`config.mk`:
```
export PLATFORM = sky130hd
export DESIGN_NAME = tcdm_init_arbiter
export DESIGN_NICKNAME = d
export VERILOG_FILES = /design/src/rtl/tcdm_pkg.sv /design/src/rtl/tcdm_init_arbiter.sv
export VERILOG_INCLUDE_DIRS = /design/src /design/src/include
export SDC_FILE = /design/constraint.sdc
export NUM_CORES = 1
export LEC_CHECK = 0
export BUFFER_PORTS_ARGS = -buffer_cell sky130_fd_sc_hd__buf_2
export CORE_AREA = 2 2 95 97
export CTS_CLUSTER_DIAMETER = 150
export DETAILED_ROUTE_END_ITERATION = 8
export DIE_AREA = 0 0 97 99
export HOLD_SLACK_MARGIN = 0.05
export PLACE_DENSITY = 0.54
export SLEW_MARGIN = 40
export SYNTH_ARGS = -nofsm -noshare
export SYNTH_HDL_FRONTEND = slang
export SYNTH_SLANG_ARGS = --single-unit
```
`constraint.sdc`:
```
create_clock -name clk_i -period 2 [get_ports clk_i]
set_input_delay 0.2 -clock clk_i [delete_from_list [all_inputs] [get_ports clk_i]]
set_output_delay 0.2 -clock clk_i [all_outputs]
set_load 0.1 [all_outputs]
```
`src/include/tcdm_config.svh`:
```
// Build-time sizes of the TCDM path.
// TCDM_BANK_WORDS must equal 2**TCDM_ADDR_W, since the bank decodes the full word address.
// TCDM_DATA_W must be a multiple of 8, one byte enable per data byte.

`ifndef TCDM_CONFIG_SVH
`define TCDM_CONFIG_SVH

// ############################################################
// address and data
// ############################################################

`define TCDM_ADDR_W 8 // word address, not byte address.

`define TCDM_DATA_W 32 // one bank word.

// ############################################################
// topology
// ############################################################

`define TCDM_N_INIT 2 // initiators sharing the bank.

`define TCDM_BANK_WORDS 256 // depth of the single bank.

`endif

```
`src/rtl/tcdm_pkg.sv`:
```
// Shared types of the TCDM path, all derived from the config macros.
// The user tag is sized to hold an initiator index, with at least one bit.

`include "tcdm_config.svh"

package tcdm_pkg;

  // sizes taken over from the config header.
  localparam int unsigned N_INIT     = `TCDM_N_INIT;
  localparam int unsigned BANK_WORDS = `TCDM_BANK_WORDS;
  localparam int unsigned BE_W       = `TCDM_DATA_W / 8; // one enable per byte.

  // one bit for two initiators, more only if the topology grows.
  localparam int unsigned USER_W = (N_INIT > 1) ? $clog2(N_INIT) : 1;

  // word address into the bank.
  typedef logic [`TCDM_ADDR_W-1:0] addr_t;

  // one data word.
  typedef logic [`TCDM_DATA_W-1:0] data_t;

  // byte enables, bit b covers data bits 8*b+7 down to 8*b.
  typedef logic [BE_W-1:0] be_t;

  // initiator index carried with a request and returned as r_user.
  typedef logic [USER_W-1:0] user_t;

endpackage

```
`src/rtl/tcdm_init_arbiter.sv`:
```
// Round-robin arbiter for N_INIT initiators onto one TCDM port.
// Grants are combinational on out_gnt, so the downstream port must not wait on gnt.
// Responses are routed only by out_r_user, which must come back one cycle after the grant.

module tcdm_init_arbiter #(
  parameter int unsigned N_INIT = tcdm_pkg::N_INIT
) (
  input  logic                               clk_i,
  input  logic                               rst_ni,
  // initiator side, one slice per initiator.
  input  logic             [N_INIT-1:0]      init_req,
  input  tcdm_pkg::addr_t  [N_INIT-1:0]      init_add,
  input  logic             [N_INIT-1:0]      init_wen,
  input  tcdm_pkg::be_t    [N_INIT-1:0]      init_be,
  input  tcdm_pkg::data_t  [N_INIT-1:0]      init_data,
  output logic             [N_INIT-1:0]      init_gnt,
  output logic             [N_INIT-1:0]      init_r_valid,
  output tcdm_pkg::data_t  [N_INIT-1:0]      init_r_data,
  // shared port toward the filter.
  output logic                               out_req,
  output tcdm_pkg::addr_t                    out_add,
  output logic                               out_wen,
  output tcdm_pkg::be_t                      out_be,
  output tcdm_pkg::data_t                    out_data,
  output tcdm_pkg::user_t                    out_user,
  input  logic                               out_gnt,
  input  logic                               out_r_valid,
  input  tcdm_pkg::data_t                    out_r_data,
  input  tcdm_pkg::user_t                    out_r_user
);

  import tcdm_pkg::*;

  user_t ptr_q;    // initiator with the highest priority this cycle.
  user_t winner;   // initiator picked this cycle.
  user_t next_ptr; // priority after the winner is accepted.
  logic  found;    // some initiator is requesting.

  // ############################################################
  // request selection
  // ############################################################

  // scan from ptr_q upward and take the first requester.
  always_comb begin
    int unsigned idx;
    winner = ptr_q;
    found  = 1'b0;
    for (int i = 0; i < int'(N_INIT); i++) begin
      idx = (int'(ptr_q) + i) % N_INIT;
      if (!found && init_req[idx]) begin
        winner = user_t'(idx);
        found  = 1'b1;
      end
    end
  end

  // the initiator after the winner gets the top priority next.
  assign next_ptr = (winner == user_t'(N_INIT - 1)) ? '0 : winner + 1'b1;

  always_ff @(posedge clk_i or negedge rst_ni) begin
    if (!rst_ni) begin
      ptr_q <= '0; // initiator 0 goes first after reset.
    end else if (out_req && out_gnt) begin
      ptr_q <= next_ptr; // rotate only on an accepted request.
    end
  end

  assign out_req  = found;
  assign out_add  = init_add[winner];
  assign out_wen  = init_wen[winner];
  assign out_be   = init_be[winner];
  assign out_data = init_data[winner];
  assign out_user = winner; // the tag that the filter hands back as r_user.

  // ############################################################
  // grant and response routing
  // ############################################################

  always_comb begin
    for (int k = 0; k < int'(N_INIT); k++) begin
      init_gnt[k]     = out_gnt && found && (winner == user_t'(k)); // winner only.
      init_r_valid[k] = out_r_valid && (out_r_user == user_t'(k));  // steer by tag.
      init_r_data[k]  = out_r_data; // data is broadcast, r_valid qualifies it.
    end
  end

  // two initiators must never both see their request taken in one cycle.
  assert property (@(posedge clk_i) disable iff (!rst_ni) $onehot0(init_gnt))
    else $error("more than one initiator granted in the same cycle.");

endmodule

```
==> impl_metrics.yaml, run 1 <==
status:
  status: "complete, no violations"
sta:
  skew_ns: 0
  slew_headroom_pct: 67.2
  finalHoldViolations: 0
  fmax_ghz: 0.598
  drv_slew: 0
  fin_setup_tns_ns: 0
  rsz0062_at_grt: "false"
  finalCritPeriodShare_pct: 83.6
  setup_violations: 0
  fin_crit_ns: 1.67
  worstMarginPinSlew_ns: 0.495
power:
  vdd_drop_max_uv: 185
  p_switching_w: 0.00115
  p_clk_share_pct: 0
  power_frac_comb_pct: 98.4
  power_density_nw_per_um2: 832
  p_int_w: 0.000681
  p_seq_share_pct: 1.6
  totalPowerFinal_w: 0.00184
  leakagePower_nw: 1.08
  power.share.switching_pct: 62.9
final_layout:
  synthToLayoutAreaGrowth_pct: 95.3
  drive_above_1_share_pct: 93.8
  final_cell_area_um2: 2210
  top_regs: "ptr_q x1"
  largest_reg_flops: 1
  regMostFlops: "ptr_q"
  fin_nets: 339
  instances_no_fill: 316
  diodes: 0
routing:
  drc: 0
  drt-wirelength-per-cell_um: 13.3
  vias: 1169
  drt-initial-drc-count: 6
  routed_wl_um: 4210
  viasPerCell: 3.70
  postRouteAntennaNets: 0
  drt_first_pass_iters: 5
place:
  numPortBuffers: 147
  place_area_um2: 2200
  dpl.cell_count: 315
  dpl.hpwl_um: 3760
  place_congestion: 0.684
grt:
  top_usage_layer: "met2"
  gr-usage-met2_pct: 14.2
  grt_pass1_vias: 1226
  met1_usage_pct: 8.46
  grtUsageTotal_pct: 7.67
  gr-usage-met3_pct: 2.20
  grt_overflow: 0
  grt_max_degree: 38
  antenna_found_initial: 0
  grt_pass1_wl_um: 6130
yosys:
  synth_area_leader_cell: "mux2_2"
  synth.cell_area_um2: 1130
  synth_area_leaders: "mux2_2 (43%), buf_4 (43%), buf_6 (4.0%), dfrtp_1 (2.2%), mux2_1 (2.0%)"
  ys_types: 15
  avgSynthCellArea_um2: 8.97
  yosysWarnings: 0
  synth_top_area_share_pct: 42.9
  ys_seq_area_share_pct: 2.21
  syn-num-nets: 255
  ys_ff_latch: 1
  synth_cells: 126
floorplanning:
  rows: 34
  dieArea_um2: 9600
  start_util_pct: 13.2
  die_w_um: 97
  ioPinCount: 244
  core_um2: 8550
  die_y_um: 99
setup_path:
  start_kind: "register"
  cp.arrival_ns: 1.47
  path_class: "reg2out"
  worstPathRequired_ns: 1.80
  worst_setup_path_end_kind: "primary output"
  cp_max_fo: 37
clock_tree:
  clk_pin_slew_ns: 0
  ctsResizeCount: 0
  clk_latency_ns: 0
worst_hold_path:
  hp-class: "in2out"
run:
  cap_violations: 0
[routing by layer]
metal / up-vias / share of wire, % / wire length [µm]
met2: 111 / 50 / 2090
li1: 526 / - / -
met4: 0 / 3.4 / 144
met1: 508 / 32 / 1360
met3: 24 / 14 / 607
met5: - / 0 / 0
[synth_stat cells]
cell type   n
a21oi_1     2
a31oi_1     1
and2_1      1
and3_1      1
buf_4      64
buf_6       4
dfrtp_1     1
inv_1       1
mux2_1      2
mux2_2     43
nand2_1     2
nor2_1      1
nor2b_1     1
o21ai_4     1
or2_2       1
[cell usage in the layout (no fill, tap or decap), drive strengths merged]
cell | Yosys | final
buf | 68 | 149
mux2 | 45 | 45
nand2 | 2 | 2
a21oi | 2 | 2
nor2 | 1 | 1
o21ai | 1 | 1
or2 | 1 | 1
and3 | 1 | 1
nor2b | 1 | 1
inv | 1 | 1
and2 | 1 | 1
a31oi | 1 | 1
dlygate4sd3 | 0 | 1
dfrtp | 1 | 1
[kinds of logic (layout without fill, tap and decap cells)]
kind of cell | Yosys count | count (layout) | share of synthesized area [%]
buffers and inverters | 69 | 151 | 46.8
AND/OR/NAND/NOR | 7 | 7 | 3.21
flip-flops | 1 | 1 | 2.21
AO/OA/AOI/OAI | 4 | 4 | 2.88
multiplexers | 45 | 45 | 44.8
[worst max-delay path: stages (launching register included)]
cell and delay, ns:
dfrtp_1 0.38, nor2_1 0.08, o21ai_4 0.16, buf_12 0.24
mux2_2 0.41, buf_12 0.18
[power groups by stage]
stage,registers [W],logic (W),clock network [W]
detailed placement,0.0000297,0.00182,0
finish,0.0000293,0.00181,0
global route,0.0000296,0.00185,0
global placement,0.0000289,0.00181,0
CTS,0.0000292,0.00182,0
floorplan,0.0000285,0.00176,0
[through the flow]
step	hold slack (ns)	util, %	setup WS, ns
final	0.400	25.8	0.327
after global routing	0.400	25.8	0.252
after CTS	0.401	25.8	0.307
after detailed placement	-0.0224	25.7	0.312
after global placement	-0.0243	25.7	0.339
after floorplan	-0.0956	-	0.171
[worst paths after layout]
path,startpoint,end,slack [ns],depth (start not counted)
worst min register to register,ptr_q,ptr_q,0.54,1
max in group asynchronous,rst_ni,ptr_q,1.40,2
worst max-delay path,ptr_q,out_be[0],0.33,5
min in group asynchronous,rst_ni,ptr_q,0.52,2
worst max register to register,ptr_q,ptr_q,1.29,2
worst min-delay path,out_r_data[15],init_r_data[47],0.40,0
[final cells by class]
cell class                 instances  area, µm²
tap                              108        135
fill                             911       6340
inverter                           1       3.75
timing repair buffer             150       1460
multi-input combinational         56        579
sequential                         1       25.0
[what timing repair did]
action | 4_1_cts | 5_1_grt
setup endpoints to repair | 0 | 0
hold buffers | 1 | 0
hold endpoints to repair | 1 | 0
buffers inserted | 0 | 0
(Power assumes the default switching activity.)
==> run 2: changes to the inputs <==
--- a/config.mk
+++ b/config.mk
@@ -6,13 +6,14 @@
 export SDC_FILE = /design/constraint.sdc
 export NUM_CORES = 1
 export LEC_CHECK = 0
+export ABC_AREA = 1
 export BUFFER_PORTS_ARGS = -buffer_cell sky130_fd_sc_hd__buf_2
-export CORE_AREA = 2 2 95 97
+export CORE_AREA = 2 2 94 96
 export CTS_CLUSTER_DIAMETER = 150
 export DETAILED_ROUTE_END_ITERATION = 8
-export DIE_AREA = 0 0 97 99
+export DIE_AREA = 0 0 96 98
 export HOLD_SLACK_MARGIN = 0.05
-export PLACE_DENSITY = 0.54
+export PLACE_DENSITY = 0.58
 export SLEW_MARGIN = 40
 export SYNTH_ARGS = -nofsm -noshare
 export SYNTH_HDL_FRONTEND = slang
==> constraint.sdc (replaced) <==
create_clock -name clk_i -period 1.4 [get_ports clk_i]
set_input_delay 0.14 -clock clk_i [delete_from_list [all_inputs] [get_ports clk_i]]
set_output_delay 0.14 -clock clk_i [all_outputs]
set_load 0.1 [all_outputs]
==> impl_metrics.yaml, run 2 <==
status:
  status: "complete, no violations"
setup_path:
  start_kind: "register"
  cpPeakStageDelay_ns: 0.38
  path_class: "reg2out"
  crit_top_cell: "nand2_4"
  slowest_stage: "dfrtp_1"
  path_delay_family: "simple AND/OR/NAND/NOR gates"
  rr_worst_depth: 4
  cp.arrival_ns: 1.22
  crit_chain: "nand2_2 -> nand2_4 -> nand2_8 -> clkbuf_16 -> nand2_1 -> nand2_4 -> buf_12"
  r2r_setup_slack_ns: 0.57
  crit_buf_inv: 2
  worstReg2RegStart: "ptr_q"
  worstPathRequired_ns: 1.26
  worst_setup_path_end_kind: "primary output"
  cp_max_fo: 13
  rr_endpoint: "ptr_q"
  crit_cells: 7
sta:
  setup_violations: 0
  rsz0062_at_grt: "true"
  finalCritPeriodShare_pct: 97.4
  worstMarginPinSlew_ns: 0.485
  drv_slew: 0
  fmax_ghz: 0.733
  finalHoldViolations: 0
  hold-worst-slack_ns: 0.280
  fin_crit_ns: 1.36
  skew_ns: 0
  slew_headroom_pct: 67.9
clock_tree:
  clk_pin_slew_ns: 0
  post_cts_buffers: 0
  clk_latency_ns: 0
worst_hold_path:
  hp-class: "in2out"
  min_path_cells: 0
  hold_start: "out_r_data[18]"
  hold_end: "init_r_data[18]"
floorplanning:
  start_util_pct: 14.6
  core_um2: 8470
  ioPinCount: 244
  die_y_um: 98
  rows: 34
  dieArea_um2: 9410
  die_w_um: 96
final_layout:
  largest_reg_flops: 1
  mostFrequentLayoutCells: "buf_2 (99), buf_12 (52), nand2_1 (49)"
  regMostFlops: "ptr_q"
  instances_no_fill: 422
  drive_above_1_share_pct: 67.5
  synthToLayoutAreaGrowth_pct: 128
  top_regs: "ptr_q x1"
  diodes: 0
  final_common_cell: "buf_2"
  fillers: 877
  fin_util_pct: 33.4
  fin_nets: 445
  final_cell_area_um2: 2830
grt:
  grt_max_degree: 46
  antenna_found_initial: 0
  grt_pass1_wl_um: 7040
  grt_pass1_vias: 1607
  grtUsageTotal_pct: 9.04
  grt_overflow: 0
routing:
  drc: 0
  drt_first_pass_iters: 4
  viasPerCell: 4.13
  drt-wirelength-per-cell_um: 14.4
  vias: 1744
  routed_wl_um: 6080
  drt-initial-drc-count: 26
  postRouteAntennaNets: 0
place:
  dpl.hpwl_um: 4080
  place_congestion: 0.695
  numPortBuffers: 147
  place_area_um2: 2670
  dpl.cell_count: 415
run:
  cap_violations: 0
yosys:
  synth_area_leaders: "buf_4 (39%), nand2_1 (29%), nand3_1 (19%), buf_2 (3.6%), buf_6 (3.6%)"
  async_flop_share_pct: 100
  avgSynthCellArea_um2: 5.34
  ys_seq_area_share_pct: 2.02
  synth_top_area_share_pct: 38.8
  ys_types: 9
  synth_cells: 232
  synth_commonest_cells: "nand2_1 (96), buf_4 (64), nand3_1 (46)"
  synth-main-ff-cell: "dfrtp_1"
  yosysWarnings: 0
  synth.cell_area_um2: 1240
  yosysMostFrequentCell: "nand2_1"
  ys_ff_latch: 1
  synth_edf_count: 0
  syn-num-nets: 361
  synth_area_leader_cell: "buf_4"
power:
  totalPowerFinal_w: 0.00301
  vdd_drop_max_uv: 387
  leakagePower_nw: 1.49
  power_density_nw_per_um2: 1060
## run 2: cell count changes in the layout (fill, tap and decap cells not counted), moves of 4 or more
cell | before | now
buf_12 | 47 | 52
clkbuf_16 | 0 | 4
inv_1 | 1 | 6
mux2_2 | 43 | 0
nand2_1 | 2 | 49
nand2_2 | 0 | 9
nand2_4 | 0 | 40
nand3_1 | 0 | 45
## run 2: where the power goes
group	switching [W]	internal, W	leakage [nW]
clock network	0	0	0
registers	0.00000323	0.0000333	0.0122
logic	0.00193	0.00104	1.48
total	0.00193	0.00107	1.49
## run 2: cell type report
class,count,area [µm²],share of cell area [%]
timing repair buffer,159,1680,59.2
tap,108,135,4.77
multi-input combinational,147,963,34.0
inverter,7,30.0,1.06
sequential,1,25.0,0.884
## run 2: layer usage
layer,vias to the layer above,GRT usage [%],wire length (µm)
met5,-,0,0
met4,0,3.19,186
met3,27,2.16,616
met2,96,18.1,3120
met1,794,8.53,2160
li1,827,-,-
## run 2: worst max-delay path by stage
| stage | from | to |
|---|---|---|
| after global placement | ptr_q | out_data[25] |
| after CTS | ptr_q | out_data[10] |
| after detailed placement | ptr_q | out_data[25] |
| after floorplan | init_req[1] | init_gnt[1] |
| final | ptr_q | out_data[25] |
| after global routing | ptr_q | out_data[19] |
## run 2: worst reg2reg max path, cell delays in order (launching register included)
cell	delay [ns]
dfrtp_1	0.35
nand2_2	0.09
buf_4	0.13
nand3_1	0.08
nand2_1	0.06
## run 2: stage by stage
step | setup slack (ns) | setup TNS, ns
global placement | 0.00769 | 0
detailed placement | -0.000507 | -0.000507
floorplan | -0.0483 | -0.0483
global route | -0.0356 | -0.643
CTS | 0.0235 | 0
finish | 0.0364 | 0
## run 2: timing repair
action,4_1_cts,5_1_grt
hold buffers,1,0
hold endpoints to repair,1,0
gates resized for setup,1,5
gates cloned,0,6
pin swaps,0,2
setup endpoints to repair,1,38
## run 2: cell families (layout without fill, tap and decap cells)
kind of cell | count (synthesis) | in the layout | share of synthesized area [%]
buffers and inverters | 84 | 166 | 48.2
flip-flops | 1 | 1 | 2.02
AND/OR/NAND/NOR | 147 | 147 | 49.8
